File: src/icache_pkg.sv
// Instruction cache geometry constants
// Fetch address union with raw and tag/index/offset views
package icache_pkg;

    // Word address and instruction word widths
    localparam int addr_w = 19;
    localparam int data_w = 16;

    // Line geometry
    localparam int line_words = 8;
    localparam int offset_w   = 3;

    // Direct-mapped store depth
    localparam int num_lines = 512;
    localparam int index_w   = 9;

    // Whatever is left above index and offset
    localparam int tag_w = addr_w - index_w - offset_w;

    // Cache view of a word address, MSB first
    typedef struct packed {
        logic [tag_w-1:0]    tag;
        logic [index_w-1:0]  index;
        logic [offset_w-1:0] offset;
    } fetch_fields_t;

    // Same 19 bits, seen as the memory port word address
    // or split into fields for the lookup
    typedef union packed {
        logic [addr_w-1:0] word;
        fetch_fields_t     f;
    } fetch_addr_u;

endpackage

File: src/line_fill_if.sv
// Line-fill write bus between the fill engine and the lookup stores
`timescale 1ns/1ps

interface line_fill_if;

    // Tag write and valid clear for the line being filled
    logic start;
    // One data word arriving from memory
    logic wr;
    logic [icache_pkg::index_w-1:0]  index;
    logic [icache_pkg::offset_w-1:0] offset;
    logic [icache_pkg::tag_w-1:0]    tag;
    // Memory read data, tied to the memory data bus at the top level
    logic [icache_pkg::data_w-1:0]   wdata;
    // Last word of the line, sets the valid bit
    logic done;
    // Words of the current line already written
    logic [icache_pkg::line_words-1:0] word_valid;

    // Fill engine side
    modport fill (output start, wr, index, offset, tag, done, word_valid);

    // Tag, valid and data store side
    modport store (input start, wr, index, offset, tag, wdata, done, word_valid);

endinterface

File: src/icache_fill.sv
// Miss detection and line-fill sequencer of the instruction cache
// Critical word first, wrapping within the line
`timescale 1ns/1ps

module icache_fill (
    input  logic                          clk,
    input  logic                          reset,
    input  logic                          enabled,
    input  icache_pkg::fetch_addr_u       c_addr,
    input  logic                          c_access,
    input  logic                          hit,
    output logic [icache_pkg::addr_w-1:0] m_addr,
    output logic                          m_access,
    input  logic                          m_ack,
    line_fill_if.fill                     fill
);

    // Lookup result due for the current request
    logic                            updating;
    // Fill in progress
    logic                            busy;
    // Tag write one cycle after the miss
    logic                            start_q;
    // Words received so far
    logic [icache_pkg::offset_w-1:0] word_cnt;
    // Offset of the word now requested from memory
    logic [icache_pkg::offset_w-1:0] m_offset;
    logic [icache_pkg::line_words-1:0] word_valid;
    // Missed address, held for the whole fill
    icache_pkg::fetch_addr_u         fill_addr;

    logic                            do_fill;
    logic                            wr;
    logic                            done;
    logic [icache_pkg::addr_w-1:0]   fill_m_addr;

    // Miss while idle
    assign do_fill = enabled && updating && !hit && !busy;
    // Every memory ack during a fill is one word
    assign wr      = enabled && busy && m_ack;
    // Eighth word closes the line
    assign done    = wr && (&word_cnt);

    assign fill_m_addr = {fill_addr.f.tag, fill_addr.f.index, m_offset};

    // Bypass hands the CPU request to memory unchanged
    assign m_addr   = enabled ? fill_m_addr : c_addr.word;
    assign m_access = enabled ? busy : c_access;

    // Store side of the fill bus
    assign fill.start      = start_q;
    assign fill.wr         = wr;
    assign fill.index      = fill_addr.f.index;
    assign fill.offset     = m_offset;
    assign fill.tag        = fill_addr.f.tag;
    assign fill.done       = done;
    assign fill.word_valid = word_valid;

    always_ff @(posedge clk or posedge reset) begin
        if (reset) begin
            updating   <= 1'b0;
            busy       <= 1'b0;
            start_q    <= 1'b0;
            word_cnt   <= '0;
            word_valid <= '0;
        end else begin
            // One lookup per cycle while a request waits and no fill runs
            updating <= enabled && c_access && !busy;
            start_q  <= do_fill;
            if (do_fill) begin
                busy       <= 1'b1;
                word_cnt   <= '0;
                word_valid <= '0;
            end else if (wr) begin
                word_cnt             <= word_cnt + 1'b1;
                word_valid[m_offset] <= 1'b1;
                if (done) begin
                    busy <= 1'b0;
                end
            end
        end
    end

    // Fill address and memory word offset
    always_ff @(posedge clk) begin
        if (do_fill) begin
            fill_addr <= c_addr;
            m_offset  <= c_addr.f.offset;
        end else if (wr) begin
            // Wraps within the line
            m_offset <= m_offset + 1'b1;
        end
    end

endmodule

File: src/flat_wrapper.sv
// flat-port wrapper written by rule: the top's interface ports become plain ports
module icache_fill_flat 
  (clk, reset, enabled, c_addr, c_access, hit, m_addr, m_access, m_ack, fill_start, fill_wr, fill_index, fill_offset, fill_tag, fill_done, fill_word_valid);
  line_fill_if fill_i ();
  input  logic clk;
  input  logic reset;
  input  logic enabled;
  input  icache_pkg::fetch_addr_u c_addr;
  input  logic c_access;
  input  logic hit;
  output logic [icache_pkg::addr_w-1:0] m_addr;
  output logic m_access;
  input  logic m_ack;
  output wire logic [$bits(fill_i.start)-1:0] fill_start;
  output wire logic [$bits(fill_i.wr)-1:0] fill_wr;
  output wire logic [$bits(fill_i.index)-1:0] fill_index;
  output wire logic [$bits(fill_i.offset)-1:0] fill_offset;
  output wire logic [$bits(fill_i.tag)-1:0] fill_tag;
  output wire logic [$bits(fill_i.done)-1:0] fill_done;
  output wire logic [$bits(fill_i.word_valid)-1:0] fill_word_valid;
  assign fill_start = fill_i.start;
  assign fill_wr = fill_i.wr;
  assign fill_index = fill_i.index;
  assign fill_offset = fill_i.offset;
  assign fill_tag = fill_i.tag;
  assign fill_done = fill_i.done;
  assign fill_word_valid = fill_i.word_valid;
  icache_fill u_core (.clk(clk), .reset(reset), .enabled(enabled), .c_addr(c_addr), .c_access(c_access), .hit(hit), .m_addr(m_addr), .m_access(m_access), .m_ack(m_ack), .fill(fill_i));
endmodule
File: config.mk
export PLATFORM = sky130hd
export DESIGN_NAME = icache_fill_flat
export DESIGN_NICKNAME = d
export VERILOG_FILES = /design/src/icache_pkg.sv /design/src/line_fill_if.sv /design/src/icache_fill.sv /design/src/flat_wrapper.sv
export SDC_FILE = /design/constraint.sdc
export NUM_CORES = 1
export LEC_CHECK = 0
export ABC_CLOCK_PERIOD_IN_PS = 1600
export BUFFER_PORTS_ARGS = -buffer_cell sky130_fd_sc_hd__buf_2
export CORE_MARGIN = 1.5
export CORE_UTILIZATION = 44
export DETAILED_ROUTE_END_ITERATION = 10
export GPL_TIMING_DRIVEN = 1
export PLACE_DENSITY_LB_ADDON = 0.1
export SYNTH_ARGS = -nofsm -noshare
export SYNTH_HDL_FRONTEND = slang
export SYNTH_SLANG_ARGS = --single-unit
File: constraint.sdc
create_clock -name clk -period 1.6 [get_ports clk]
set_input_delay 0.32 -clock clk [delete_from_list [all_inputs] [get_ports clk]]
set_output_delay 0.32 -clock clk [all_outputs]
set_load 0.005 [all_outputs]
; Yosys cells after proc, flatten, opt, wreduce, memory -nomap -nowiden
; Cells that the tools add are included.
[op_classes]
addsub = 2
n_mux = 13
reduce_logical = 15
magnitude_cmp = 2
bitwise_logic = 1
[ops]
columns = operator, n
row1 = 19-bit two-way mux, 1
row2 = 8-bit two-way mux, 2
row3 = 3-bit two-way mux, 4
row4 = 1-bit logical AND, 9
row5 = 8-bit bitwise OR, 1
row6 = "3-bit by 1-bit adder with 3-bit output, second input constant", 2
row7 = 1-bit two-way mux, 5
row8 = "3-bit by 4-bit less-than comparator with 1-bit output, second input constant", 1
row9 = 2-bit nonzero test, 2
row10 = 1-bit demux with 3-bit select, 1
row11 = "3-bit by 1-bit greater-or-equal comparator with 1-bit output, second input constant", 1
row12 = 3-bit AND reduction, 1
row13 = 1-bit zero test, 2
row14 = 2-bit AND reduction, 1
[word_totals]
regBits = 36
input_bits = 25
out_inout_bits = 50
wordCells = 40

; Depth between registers and ports, before layout
[depth]
depth_word = 7
ltp_mapped = 4
depth_no_buf = 4

; Least setup slack after synthesis
; Ideal clock, no wire load.
[synth_timing]
path_kind = register to register
from = register u_core.busy
to = register u_core.fill_addr[10] in the netlist's numbering, enable pin
path_stages_with_launch = 4
t_arrival_ns = 1.021
setup_ns = 0.322
required_ns = 1.278
synth_period_minus_slack_ns = 1.344
setup_slack_ns = 0.256
path_buffers = 2
path_cell_list = dfrtp_1 -> and4bb_1 -> buf_6 -> buf_4
[synth_via]
elab_chain_len = 2
[synth_lines]
columns = item, line_no
row1 = "start, declared", icache_fill.sv:21  ; logic busy;
row2 = "start signal, assigned", icache_fill.sv:62  ; busy <= 1'b0;
row3 = "start signal, assigned", icache_fill.sv:71  ; busy <= 1'b1;
row4 = "start signal, assigned", icache_fill.sv:78  ; busy <= 1'b0;
row5 = 1-bit zero test, icache_fill.sv:38  ; assign do_fill = enabled && updating && !hit && !busy;
row6 = 1-bit logical AND, icache_fill.sv:38
row7 = via u_core.do_fill, icache_fill.sv:32  ; logic do_fill;
row8 = "end signal, assigned", icache_fill.sv:87  ; fill_addr <= c_addr;
row9 = "end, declared", icache_fill.sv:30  ; icache_pkg::fetch_addr_u fill_addr;
; The timed path passes the listed nets, and every way through them passes these cells.
; A chain may end at the register's enable or synchronous reset.

; Worst setup path in the final report
[layout_timing]
from = register u_core.word_cnt[0] in the netlist's numbering
to = output port fill_done
[layout_via]
elab_chain_len = 2
[layout_lines]
columns = item, line_no
row1 = "start, declared", icache_fill.sv:25  ; logic [icache_pkg::offset_w-1:0] word_cnt;
row2 = "start signal, assigned", icache_fill.sv:75  ; word_cnt <= word_cnt + 1'b1;
row3 = 3-bit AND reduction, icache_fill.sv:42  ; assign done = wr && (&word_cnt);
row4 = 1-bit logical AND, icache_fill.sv:42
row5 = "end, declared", flat_wrapper.sv:19  ; output wire logic [$bits(fill_i.done)-1:0] fill_done;
; Every way passes these cells.

==> results.yml <==
finish:
  syn_to_final_growth_pct: 38.5
  drive_gt1_frac: 0.627
  post-route-util: 0.654
  fin_nets: 220
  diodes: 0
  finalNonFillerCells: 237
  design_area_sq_um: 2030
clock_network:
  cts_buffers: 5
  holdBufCountCts: 0
  clock-sinks: 33
  cts_tree: "yes"
  worst_skew_pair.late_latency_ns: 0.32
  root_buffer: "clkbuf_4"
  clk_path_buf_depth: 2
  clkTransAtPathRegs_ns: 0.10
  cts_htree_levels: 2
yosys:
  synth-seq-cells: 33
  synth_ff_type: "edfxtp_1"
  yosysUniqueCellTypes: 25
  synth.largest_area_cell: "edfxtp_1"
  yosys.cell_count.top_type: "mux2_2"
  synth_area_per_cell_sq_um: 14.2
  synth_edf_count: 19
  yosysSeqAreaShare: 0.629
  synthesis.area_sq_um: 1460
  synthTopCellsByArea: "edfxtp_1, dfrtp_1, mux2_2"
  async_flop_share: 0.424
  synth_top_area_frac: 0.390
  synth_top_cells_by_count: "mux2_2, edfxtp_1, dfrtp_1"
  ys.warnings.count: 0
  postSynthCellCount: 103
  syn_nets: 131
drt:
  wl_per_cell_microns: 13.6
  ant_nets: 0
  drtIter0Drc: 22
  drc_errors: 0
  num_vias: 1140
  drtPass1Iterations: 4
  via_per_inst: 4.81
  routed_wl_microns: 3220
worst_setup_path:
  cp-end-kind: "primary output"
  r2r-start: "u_core.word_cnt[0]"
  startpoint: "u_core.word_cnt[0]"
  reg2reg_depth: 8
  worstSetupEndpoint: "fill_done"
  crit_type: "flip-flop to primary output"
  critical_path_required_ns: 1.28
  cp.arrival_ns: 1.29
  setup.worst_path.start_class: "flip-flop"
  r2r-end: "u_core.busy"
  cp_max_fo: 2
  reg2reg_setup_slack_ns: 0.08
floorplan:
  dieArea_sq_um: 3680
  dieHeight_microns: 60.7
  die_width_microns: 60.7
  rows: 20
  ios: 75
  initial_core_util: 0.472
  core_area_sq_um: 3100
timing:
  slew_headroom: 0.646
  setup_violations: 1
  worst_pin_slew_ns: 0.530
  worst_slack_ns: -0.0137
  min_period_ns: 1.61
  period_share: 1.01
  fin_skew_ns: 0.0104
  fmax_mhz: 620
  finalHoldViolCount: 0
  whs_ns: 0.0121
  slew_viol_final: 0
  rsz0062_at_grt: "true"
power_and_ir_drop:
  powerDensity_nw_per_um2: 1120
  leakage_nw: 0.964
  p_total_mw: 2.27
  ir_drop_v: 0.000730
outcome:
  violations: "negative setup slack"
  outcome: "complete, but fails checks"
global_route:
  grt_pass1_wl_microns: 4710
  grt_antenna_before_repair: 0
  grt-ovfl-total: 0
  grt_max_degree: 17
  grt_pass1_vias: 1020
  grt_usage: 0.179
place:
  dpl-instance-area_sq_um: 1900
  globalplace.congestion: 0.790
  io_buffers: 74
  placed_cells: 222
  place_hpwl_microns: 2370
job:
  drv_cap: 0
hold_path:
  hp-class: "input pin to async pin"
metal layers:
metal  track usage  routed length (microns)  share of wire  vias up
met4        0.0652                       53          0.016        0
met2         0.300                     1610           0.50       48
li1              -                        -              -      555
met5             0                        0              0        -
met3        0.0490                      219          0.068        7
met1         0.224                     1340           0.41      530
registers in the layout, summed over array words and instances (netlist names):
name / cells
u_core.updating: 1
u_core.fill_addr: 16
u_core.fill.start: 1
u_core.fill.word_valid: 8
u_core.fill.offset: 3
u_core.word_cnt: 3
u_core.busy: 1
area by class of cell:
type                            instances  area [sq um]
Inverter                                2          7.51
Sequential cell                        33           922
Tap cell                               44          55.1
Clock buffer                            8          48.8
Fill cell                             278          1070
Timing Repair Buffer                   87           468
Multi-Input combinational cell         63           527
timing repair:
item,in CTS,in global routing
pin swaps,1,2
resized for setup,5,4
setup endpoints to repair,3,2
buffers inserted,6,1
cells in the final DEF (no fill, tap or decap), types with 3 or more instances in the layout:
cell type	count
a21oi_1	7
buf_2	74
buf_4	13
clkbuf_1	3
clkbuf_4	5
dfrtp_1	13
edfxtp_1	19
mux2_2	20
nand2_1	3
nor2_1	11
logic make-up after synthesis:
group                      after synthesis  synth area share
and+or+nand+nor                         24            0.0880
DFF                                     33             0.629
AOI/OAI and AO/OA                       12            0.0444
buffers and inverters                    7            0.0299
muxes                                   22             0.171
adders and majority gates                3            0.0256
xor gates and xnor gates                 2            0.0120
critical path, cell delays in order (launching register included):
cell	delay, ns
dfrtp_1	0.40
ha_2	0.21
ha_4	0.16
nand2_4	0.05
inv_2	0.03
buf_2	0.11
how the worst min path moves through the flow:
stage | start | endpoint | cells after the start
floorplan | reset | u_core.busy | 1
global placement | reset | u_core.fill.word_valid[3] | 2
detailed placement | reset | u_core.fill.word_valid[3] | 2
CTS | reset | u_core.fill.word_valid[1] | 2
global route | reset | u_core.fill.word_valid[5] | 2
finish | reset | u_core.word_cnt[0] | 2
report_power, final:
part / total [mW] / internal, mW / switching, mW / leakage [nW]
Clock: 0.424 / 0.175 / 0.249 / 0.0265
Sequential: 1.19 / 1.08 / 0.112 / 0.344
Combinational: 0.656 / 0.365 / 0.291 / 0.593
per-stage QoR:
stage	TNS (ns)	setup WS, ns
after global placement	0	0.182
after global routing	-0.0566	-0.0566
after detailed placement	0	0.147
after CTS	-0.0131	-0.0131
final	-0.0137	-0.0137
after floorplan	0	0.256
Power figures use the tool's default switching activity.
